<file path="src/sp_pkg.sv">
/*
  shared widths and sample reset code for the analog path
  system bus address map and housekeeping register offsets
  address word union, raw or region/offset view
  sample code flip between two's complement and negative slope
*/

package sp_pkg;

  // --------------------
  // datapath widths
  localparam int ADC_W = 14;  // adc and dac sample
  localparam int SUM_W = 15;  // asg + pid before saturation
  localparam int RB_W  = 16;  // override sample, top ADC_W bits used
  localparam int LED_W = 8;

  // code that means zero on the pins (negative slope)
  localparam logic [ADC_W-1:0] ZERO_CODE = 14'h1FFF;

  // --------------------
  // system bus map
  localparam int BUS_W      = 32;
  localparam int REGION_N   = 8;                     // 1 MiB each
  localparam int REGION_LSB = 20;
  localparam int REGION_W   = $clog2(REGION_N);
  localparam int RSV_W      = BUS_W - REGION_W - REGION_LSB;  // bits 31..23

  localparam logic [REGION_W-1:0] HK_REGION = 3'd0;

  // housekeeping offsets, inside region 0
  localparam logic [REGION_LSB-1:0] HK_ID_OFS   = 20'h0_0000;
  localparam logic [REGION_LSB-1:0] HK_LOOP_OFS = 20'h0_000C;
  localparam logic [REGION_LSB-1:0] HK_LED_OFS  = 20'h0_0030;

  localparam logic [BUS_W-1:0] HK_ID = 32'h5250_0001;  // read only id word

  // address word, seen raw or split into fields
  typedef struct packed {
    logic [RSV_W-1:0]      rsv;     // ignored
    logic [REGION_W-1:0]   region;  // picks the slave
    logic [REGION_LSB-1:0] offset;  // register inside the slave
  } sys_addr_s;

  typedef union packed {
    logic [BUS_W-1:0] raw;
    sys_addr_s        f;
  } sys_addr_u;

  // keep sign, invert the rest; works in both directions
  function automatic logic [ADC_W-1:0] flip_code(input logic [ADC_W-1:0] s);
    return {s[ADC_W-1], ~s[ADC_W-2:0]};
  endfunction

endpackage

</file>
<file path="src/sys_bus_if.sv">
/*
  system bus between the region decoder and one slave
  strobes are single-cycle, slave acks one cycle later
*/

`timescale 1ns/1ps

interface sys_bus_if;
  import sp_pkg::*;

  sys_addr_u        addr;   // held by master until ack
  logic [BUS_W-1:0] wdata;  // full word writes only
  logic             wen;    // write strobe
  logic             ren;    // read strobe
  logic [BUS_W-1:0] rdata;  // valid with ack
  logic             ack;
  logic             err;

  // decoder side
  modport master (
    output addr, wdata, wen, ren,
    input  rdata, ack, err
  );

  // register block side
  modport slave (
    input  addr, wdata, wen, ren,
    output rdata, ack, err
  );

endinterface

</file>
<file path="src/adc_front.sv">
/*
  adc input registers for both channels
  negative slope offset code to two's complement
  digital loopback select in front of the outputs
*/

`timescale 1ns/1ps

module adc_front (
  input  logic                           adc_clk,
  input  logic                           rst_i,
  input  logic        [sp_pkg::ADC_W-1:0] adc_dat_a_i,  // raw pins, ch a
  input  logic        [sp_pkg::ADC_W-1:0] adc_dat_b_i,  // raw pins, ch b
  input  logic                           loop_i,       // hk loopback bit
  input  logic signed [sp_pkg::ADC_W-1:0] loop_a_i,     // mix, ch a
  input  logic signed [sp_pkg::ADC_W-1:0] loop_b_i,     // mix, ch b
  output logic signed [sp_pkg::ADC_W-1:0] adc_a_o,
  output logic signed [sp_pkg::ADC_W-1:0] adc_b_o
);
  import sp_pkg::*;

  logic [ADC_W-1:0] dat_a_q;  // io register
  logic [ADC_W-1:0] dat_b_q;

  // cleared to the code of zero, so the samples read 0
  always_ff @(posedge adc_clk) begin
    if (rst_i) begin
      dat_a_q <= ZERO_CODE;
      dat_b_q <= ZERO_CODE;
    end else begin
      dat_a_q <= adc_dat_a_i;
      dat_b_q <= adc_dat_b_i;
    end
  end

  // --------------------
  // loopback takes the mix register directly, no extra stage
  always_comb begin
    if (loop_i) begin
      adc_a_o = loop_a_i;
      adc_b_o = loop_b_i;
    end else begin
      adc_a_o = flip_code(dat_a_q);  // to two's complement
      adc_b_o = flip_code(dat_b_q);
    end
  end

endmodule

</file>
<file path="src/dac_mix.sv">
/*
  per channel sum of generator and controller samples
  clamp to 14 bits on overflow, one register stage
*/

`timescale 1ns/1ps

module dac_mix (
  input  logic                           adc_clk,
  input  logic                           rst_i,
  input  logic signed [sp_pkg::ADC_W-1:0] asg_a_i,  // generator
  input  logic signed [sp_pkg::ADC_W-1:0] asg_b_i,
  input  logic signed [sp_pkg::ADC_W-1:0] pid_a_i,  // controller
  input  logic signed [sp_pkg::ADC_W-1:0] pid_b_i,
  output logic signed [sp_pkg::ADC_W-1:0] mix_a_o,
  output logic signed [sp_pkg::ADC_W-1:0] mix_b_o
);
  import sp_pkg::*;

  logic signed [SUM_W-1:0] sum_a;  // one guard bit
  logic signed [SUM_W-1:0] sum_b;
  logic signed [ADC_W-1:0] sat_a;
  logic signed [ADC_W-1:0] sat_b;

  // top two bits differ -> out of 14-bit range
  function automatic logic signed [ADC_W-1:0] saturate(
    input logic signed [SUM_W-1:0] s
  );
    logic neg;
    neg = s[SUM_W-1];
    if (s[SUM_W-1] ^ s[SUM_W-2])
      return {neg, {(ADC_W-1){~neg}}};  // 0x1fff or 0x2000
    else
      return s[ADC_W-1:0];
  endfunction

  // --------------------
  // both operands signed, so sign extended to SUM_W
  assign sum_a = asg_a_i + pid_a_i;
  assign sum_b = asg_b_i + pid_b_i;

  assign sat_a = saturate(sum_a);
  assign sat_b = saturate(sum_b);

  always_ff @(posedge adc_clk) begin
    if (rst_i) begin
      mix_a_o <= '0;
      mix_b_o <= '0;
    end else begin
      mix_a_o <= sat_a;  // also feeds the loopback
      mix_b_o <= sat_b;
    end
  end

endmodule

</file>
<file path="src/dac_front.sv">
/*
  override select between mix and the external samples
  negative slope dac coding and output registers
  registered reset strobe for the dac
*/

`timescale 1ns/1ps

module dac_front (
  input  logic                           adc_clk,
  input  logic                           rst_i,
  input  logic signed [sp_pkg::ADC_W-1:0] mix_a_i,
  input  logic signed [sp_pkg::ADC_W-1:0] mix_b_i,
  input  logic                           rb_active_i,  // override takes the dac
  input  logic signed [sp_pkg::RB_W-1:0]  rb_a_i,
  input  logic signed [sp_pkg::RB_W-1:0]  rb_b_i,
  output logic        [sp_pkg::ADC_W-1:0] dac_dat_a_o,
  output logic        [sp_pkg::ADC_W-1:0] dac_dat_b_o,
  output logic                           dac_rst_o
);
  import sp_pkg::*;

  logic signed [ADC_W-1:0] sel_a;
  logic signed [ADC_W-1:0] sel_b;

  // override drops the low RB_W-ADC_W bits
  always_comb begin
    if (rb_active_i) begin
      sel_a = rb_a_i[RB_W-1 -: ADC_W];
      sel_b = rb_b_i[RB_W-1 -: ADC_W];
    end else begin
      sel_a = mix_a_i;
      sel_b = mix_b_i;
    end
  end

  // --------------------
  // output registers, idle at the code of zero
  always_ff @(posedge adc_clk) begin
    if (rst_i) begin
      dac_dat_a_o <= ZERO_CODE;
      dac_dat_b_o <= ZERO_CODE;
    end else begin
      dac_dat_a_o <= flip_code(sel_a);  // two's complement -> neg slope
      dac_dat_b_o <= flip_code(sel_b);
    end
  end

  // high through reset, then one more cycle
  always_ff @(posedge adc_clk) begin
    dac_rst_o <= rst_i;
  end

endmodule

</file>
<file path="src/sys_bus_decode.sv">
/*
  system bus region decoder, 8 regions of 1 MiB
  strobes go to the housekeeping slave only
  unused regions answer at once with zero data
*/

`timescale 1ns/1ps

module sys_bus_decode (
  input  logic                     adc_clk,
  input  logic                     rst_i,
  input  logic [sp_pkg::BUS_W-1:0] sys_addr_i,
  input  logic [sp_pkg::BUS_W-1:0] sys_wdata_i,
  input  logic                     sys_wen_i,
  input  logic                     sys_ren_i,
  output logic [sp_pkg::BUS_W-1:0] sys_rdata_o,
  output logic                     sys_ack_o,
  output logic                     sys_err_o,
  sys_bus_if.master                hk             // region 0 slave
);
  import sp_pkg::*;

  sys_addr_u addr;
  logic      hk_sel;   // address falls in region 0
  logic      strobe;   // any access this cycle
  logic      hk_pend;  // region 0 access waiting for ack

  assign addr   = sys_addr_i;
  assign hk_sel = (addr.f.region == HK_REGION);
  assign strobe = sys_wen_i | sys_ren_i;

  // --------------------
  // towards the slave
  assign hk.addr  = addr;
  assign hk.wdata = sys_wdata_i;
  assign hk.wen   = sys_wen_i & hk_sel;
  assign hk.ren   = sys_ren_i & hk_sel;

  // remembers that next cycle belongs to the slave
  always_ff @(posedge adc_clk) begin
    if (rst_i)
      hk_pend <= 1'b0;
    else
      hk_pend <= hk.wen | hk.ren;
  end

  // --------------------
  // response return
  always_comb begin
    if (hk_pend) begin
      sys_rdata_o = hk.rdata;  // valid with ack
      sys_ack_o   = hk.ack;
      sys_err_o   = hk.err;
    end else begin
      // unused slaves: same-cycle ack, no data, no error
      sys_rdata_o = '0;
      sys_ack_o   = strobe & ~hk_sel;
      sys_err_o   = 1'b0;
    end
  end

endmodule

</file>
<file path="src/hk_regs.sv">
/*
  housekeeping register block on region 0
  id word, loopback bit and led register
  led output multiplexer with external override
*/

`timescale 1ns/1ps

module hk_regs (
  input  logic                     adc_clk,
  input  logic                     rst_i,
  sys_bus_if.slave                 bus,
  input  logic                     rb_leds_en_i,  // override owns the leds
  input  logic [sp_pkg::LED_W-1:0] rb_leds_i,
  output logic                     loop_o,        // digital loopback
  output logic [sp_pkg::LED_W-1:0] led_o
);
  import sp_pkg::*;

  logic [REGION_LSB-1:0] ofs;
  logic                  loop_q;
  logic [LED_W-1:0]      led_q;
  logic [BUS_W-1:0]      rdata_q;
  logic                  ack_q;

  assign ofs = bus.addr.f.offset;  // region already checked by decoder

  // --------------------
  // write side, unknown offsets dropped
  always_ff @(posedge adc_clk) begin
    if (rst_i) begin
      loop_q <= 1'b0;
      led_q  <= '0;
    end else if (bus.wen) begin
      case (ofs)
        HK_LOOP_OFS: loop_q <= bus.wdata[0];
        HK_LED_OFS:  led_q  <= bus.wdata[LED_W-1:0];
        default:     ;  // id is read only
      endcase
    end
  end

  // --------------------
  // read side, one cycle latency
  always_ff @(posedge adc_clk) begin
    if (bus.ren) begin
      case (ofs)
        HK_ID_OFS:   rdata_q <= HK_ID;
        HK_LOOP_OFS: rdata_q <= BUS_W'(loop_q);
        HK_LED_OFS:  rdata_q <= BUS_W'(led_q);
        default:     rdata_q <= '0;
      endcase
    end
  end

  // ack for reads and writes alike
  always_ff @(posedge adc_clk) begin
    if (rst_i)
      ack_q <= 1'b0;
    else
      ack_q <= bus.wen | bus.ren;
  end

  assign bus.rdata = rdata_q;
  assign bus.ack   = ack_q;
  assign bus.err   = 1'b0;  // every offset answers

  assign loop_o = loop_q;
  assign led_o  = rb_leds_en_i ? rb_leds_i : led_q;

endmodule

</file>
<file path="src/analog_top.sv">
/*
  analog signal path top level, single adc_clk domain
  adc capture, dac mixing and dac output stages
  system bus decoder and housekeeping registers
*/

`timescale 1ns/1ps

module analog_top (
  input  logic                           adc_clk,
  input  logic                           rst_i,
  // adc pins
  input  logic        [sp_pkg::ADC_W-1:0] adc_dat_a_i,
  input  logic        [sp_pkg::ADC_W-1:0] adc_dat_b_i,
  output logic signed [sp_pkg::ADC_W-1:0] adc_a_o,      // to scope/pid side
  output logic signed [sp_pkg::ADC_W-1:0] adc_b_o,
  // sample sources
  input  logic signed [sp_pkg::ADC_W-1:0] asg_a_i,
  input  logic signed [sp_pkg::ADC_W-1:0] asg_b_i,
  input  logic signed [sp_pkg::ADC_W-1:0] pid_a_i,
  input  logic signed [sp_pkg::ADC_W-1:0] pid_b_i,
  // override source
  input  logic                           rb_active_i,
  input  logic signed [sp_pkg::RB_W-1:0]  rb_a_i,
  input  logic signed [sp_pkg::RB_W-1:0]  rb_b_i,
  input  logic                           rb_leds_en_i,
  input  logic        [sp_pkg::LED_W-1:0] rb_leds_i,
  // dac pins, parallel per channel
  output logic        [sp_pkg::ADC_W-1:0] dac_dat_a_o,
  output logic        [sp_pkg::ADC_W-1:0] dac_dat_b_o,
  output logic                           dac_rst_o,
  output logic        [sp_pkg::LED_W-1:0] led_o,
  // system bus
  input  logic        [sp_pkg::BUS_W-1:0] sys_addr_i,
  input  logic        [sp_pkg::BUS_W-1:0] sys_wdata_i,
  input  logic                           sys_wen_i,
  input  logic                           sys_ren_i,
  output logic        [sp_pkg::BUS_W-1:0] sys_rdata_o,
  output logic                           sys_ack_o,
  output logic                           sys_err_o
);
  import sp_pkg::*;

  logic signed [ADC_W-1:0] mix_a;  // saturated sum, also loopback source
  logic signed [ADC_W-1:0] mix_b;
  logic                    loop;   // from hk

  sys_bus_if bus_hk ();

  // --------------------
  // analog path
  adc_front i_adc (
    .adc_clk     (adc_clk),
    .rst_i       (rst_i),
    .adc_dat_a_i (adc_dat_a_i),
    .adc_dat_b_i (adc_dat_b_i),
    .loop_i      (loop),
    .loop_a_i    (mix_a),
    .loop_b_i    (mix_b),
    .adc_a_o     (adc_a_o),
    .adc_b_o     (adc_b_o)
  );

  dac_mix i_mix (
    .adc_clk (adc_clk),
    .rst_i   (rst_i),
    .asg_a_i (asg_a_i),
    .asg_b_i (asg_b_i),
    .pid_a_i (pid_a_i),
    .pid_b_i (pid_b_i),
    .mix_a_o (mix_a),
    .mix_b_o (mix_b)
  );

  dac_front i_dac (
    .adc_clk     (adc_clk),
    .rst_i       (rst_i),
    .mix_a_i     (mix_a),
    .mix_b_i     (mix_b),
    .rb_active_i (rb_active_i),
    .rb_a_i      (rb_a_i),
    .rb_b_i      (rb_b_i),
    .dac_dat_a_o (dac_dat_a_o),
    .dac_dat_b_o (dac_dat_b_o),
    .dac_rst_o   (dac_rst_o)
  );

  // --------------------
  // register access
  sys_bus_decode i_dec (
    .adc_clk     (adc_clk),
    .rst_i       (rst_i),
    .sys_addr_i  (sys_addr_i),
    .sys_wdata_i (sys_wdata_i),
    .sys_wen_i   (sys_wen_i),
    .sys_ren_i   (sys_ren_i),
    .sys_rdata_o (sys_rdata_o),
    .sys_ack_o   (sys_ack_o),
    .sys_err_o   (sys_err_o),
    .hk          (bus_hk.master)
  );

  hk_regs i_hk (
    .adc_clk      (adc_clk),
    .rst_i        (rst_i),
    .bus          (bus_hk.slave),
    .rb_leds_en_i (rb_leds_en_i),
    .rb_leds_i    (rb_leds_i),
    .loop_o       (loop),
    .led_o        (led_o)
  );

endmodule

</file>
<file path="config.mk">
export PLATFORM = sky130hd
export DESIGN_NAME = analog_top
export DESIGN_NICKNAME = d
export VERILOG_FILES = /design/src/sp_pkg.sv /design/src/sys_bus_if.sv /design/src/adc_front.sv /design/src/dac_mix.sv /design/src/dac_front.sv /design/src/sys_bus_decode.sv /design/src/hk_regs.sv /design/src/analog_top.sv
export SDC_FILE = /design/constraint.sdc
export NUM_CORES = 1
export LEC_CHECK = 0
export BUFFER_PORTS_ARGS = -buffer_cell sky130_fd_sc_hd__buf_2
export CORE_ASPECT_RATIO = 1.2
export CORE_MARGIN = 4
export CORE_UTILIZATION = 40
export CTS_BUF_LIST = sky130_fd_sc_hd__clkbuf_8
export CTS_CLUSTER_SIZE = 20
export DETAILED_ROUTE_END_ITERATION = 6
export PLACE_DENSITY = 0.7
export SKIP_CTS_REPAIR_TIMING = 1
export SYNTH_ARGS = -nofsm -noshare
export SYNTH_HDL_FRONTEND = slang
export SYNTH_HIERARCHICAL = 1
export SYNTH_SLANG_ARGS = --single-unit
</file>
<file path="constraint.sdc">
create_clock -name adc_clk -period 4.2 [get_ports adc_clk]
set_input_delay 0.42 -clock adc_clk [delete_from_list [all_inputs] [get_ports adc_clk]]
set_output_delay 0.42 -clock adc_clk [all_outputs]
set_load 0.02 [all_outputs]
</file>
==> impl_metrics.toml <==
[cts]
htreeDepth = 3
cts-root-buf = "clkbuf_8"
clk_latency_ns = 0.36
cts_tree = "built"
cts_buffers = 9
cts_sinks = 105
clock_path_buffers = 2
clkTransAtPathRegs_ns = 0.10

[critical_path]
crit_required_ns = 4.41
reg2reg_slack_ns = 2.74
path_max_fanout = 9
crit_arrival_ns = 2.95
crit_type = "primary input to flip-flop"
critPathCaptureType = "flip-flop"
worstSetupStartpointType = "primary input"

[detailed_routing]
viasPerCell = 4.75
ant_nets = 0
vias = 5048
drcViolationCount = 0
first_iter_violations = 227
wire_per_inst_microns = 14.0
drtPass1Iterations = 4
wl_microns = 14800

[floorplan]
die_area_sq_mm = 0.0174
num_rows = 49
die_h_microns = 144
start_util_pct = 40.8
num_io_pins = 293
die_w_microns = 121
coreArea_sq_mm = 0.0150

[final_layout]
n_antenna_cell = 0
nNetsFinal = 1077
layout-drive-gt1-share_pct = 36.9
area_delta_synth_final_pct = 18.4

[timing]
period_minus_slack_ns = 2.75
setup-tns-final_ns = 0
finalCritPeriodShare_pct = 65.4
maxSlewViolCount = 0
fmax_mhz = 364
final-hold-violation-count = 0
finalSetupViolCount = 0
tightest_slew_ns = 1.06
fin_skew_ns = 0.00651
rsz0062_at_grt = "no"
max-slew-margin-rel_pct = 29.6

[power_and_ir_drop]
p_per_area_mw_per_mm2 = 347
p_total_mw = 2.52
p_leak_nw = 3.28
vdd.ir_drop.worst_v = 0.000145

[global_routing]
grt_pass1_wl_microns = 22900
grt-ovfl-total = 0
grt_max_degree = 62
grt_pass1_vias = 4666
antenna_found_initial = 0
gr-usage-all-layers_pct = 16.4

[logic_synthesis]
synthCells = 670
synth_area_per_cell_sq_um = 9.15
yosysWarningCount = 6
syn-cell-area_sq_mm = 0.00613

[min_path]
hold_class = "primary input to flip-flop"

[status]
status = "finished, final reports clean"

[place]
gp_congestion = 0.841
dp_hpwl_microns = 11900
portBuffers = 235

[run]
max_cap_violations = 0
metal layers:
| layer | GRT usage (%) | part of all wire (%) | up-vias |
|---|---|---|---|
| met4 | 5.55 | 1.8 | 0 |
| met2 | 30.2 | 51 | 171 |
| met3 | 3.07 | 6.6 | 17 |
| met1 | 19.1 | 40 | 2216 |
| li1 | - | - | 2644 |
| met5 | 0 | 0 | - |
area by class of cell:
| type | instances | area, sq um |
|---|---|---|
| Timing Repair Buffer | 237 | 1190 |
| Clock inverter | 6 | 114 |
| Clock buffer | 10 | 138 |
| Multi-Input combinational cell | 497 | 3350 |
| Sequential cell | 105 | 2190 |
| Inverter | 3 | 11.3 |
| Fill cell | 1469 | 7760 |
| Tap cell | 204 | 255 |
flip-flops by register name, indices dropped and copies added (netlist names):
register           count
i_dec/hk_pend          1
i_mix/mix_b_o         14
i_dac/dac_dat_b_o     14
i_hk/loop_o            1
i_adc/dat_b_q         14
i_dac/dac_dat_a_o     14
i_hk/bus.ack           1
i_hk/led_q             8
i_dac/dac_rst_o        1
i_mix/mix_a_o         14
i_adc/dat_a_q         14
i_hk/bus.rdata         9
critical path, cell delays in order:
cell      delay (ns)
buf_2           0.10
ha_1            0.23
fa_1            0.40
a21oi_1         0.26
o22ai_2         0.15
a311o_2         0.48
o221ai_4        0.24
or2_1           0.32
mux2_4          0.26
o22ai_1         0.08
cells in the final DEF (no fill, tap or decap), types with 7 or more instances in the layout:
master	instances
a21oi_1	49
dfxtp_1	95
nor2_1	33
xnor2_1	11
and2_2	13
or2_2	14
and2_1	29
or2_1	39
o21ai_0	9
nand3_1	15
buf_2	235
o21ai_1	38
conb_1	20
mux2_2	8
nand2_1	46
mux2i_1	29
xor2_1	8
clkbuf_8	10
ha_1	28
edfxtp_1	9
nor3_1	7
stage by stage:
| step | setup slack [ns] | utilization [%] | instances | area (sq um) | hold slack [ns] |
|---|---|---|---|---|---|
| floorplan | 1.47 | - | 689 | 6200 | 0.445 |
| global placement | 1.15 | 46.6 | 1046 | 7000 | 0.467 |
| detailed placement | 1.12 | 46.6 | 1046 | 7000 | 0.481 |
| CTS | 1.50 | 48.3 | 1062 | 7260 | 0.203 |
| global route | 1.29 | 48.3 | 1062 | 7260 | 0.207 |
| finish | 1.45 | 48.3 | 1062 | 7260 | 0.231 |
path summary, 6_finish.rpt:
check        depth (start not counted)          endpoint            from
max                                 10  i_mix/mix_a_o[3]      asg_a_i[0]
min                                  2  i_adc/dat_a_q[7]  adc_dat_a_i[7]
max reg2reg                          2       i_hk/loop_o     i_hk/loop_o
min reg2reg                          2     i_hk/led_q[5]   i_hk/led_q[5]
power by group:
part           total, mW  switching, mW  internal, mW
registers           1.14         0.0425          1.10
clock network      0.753          0.338         0.415
logic              0.627          0.350         0.276
total               2.52          0.731          1.79
(Power assumes the default switching activity.)
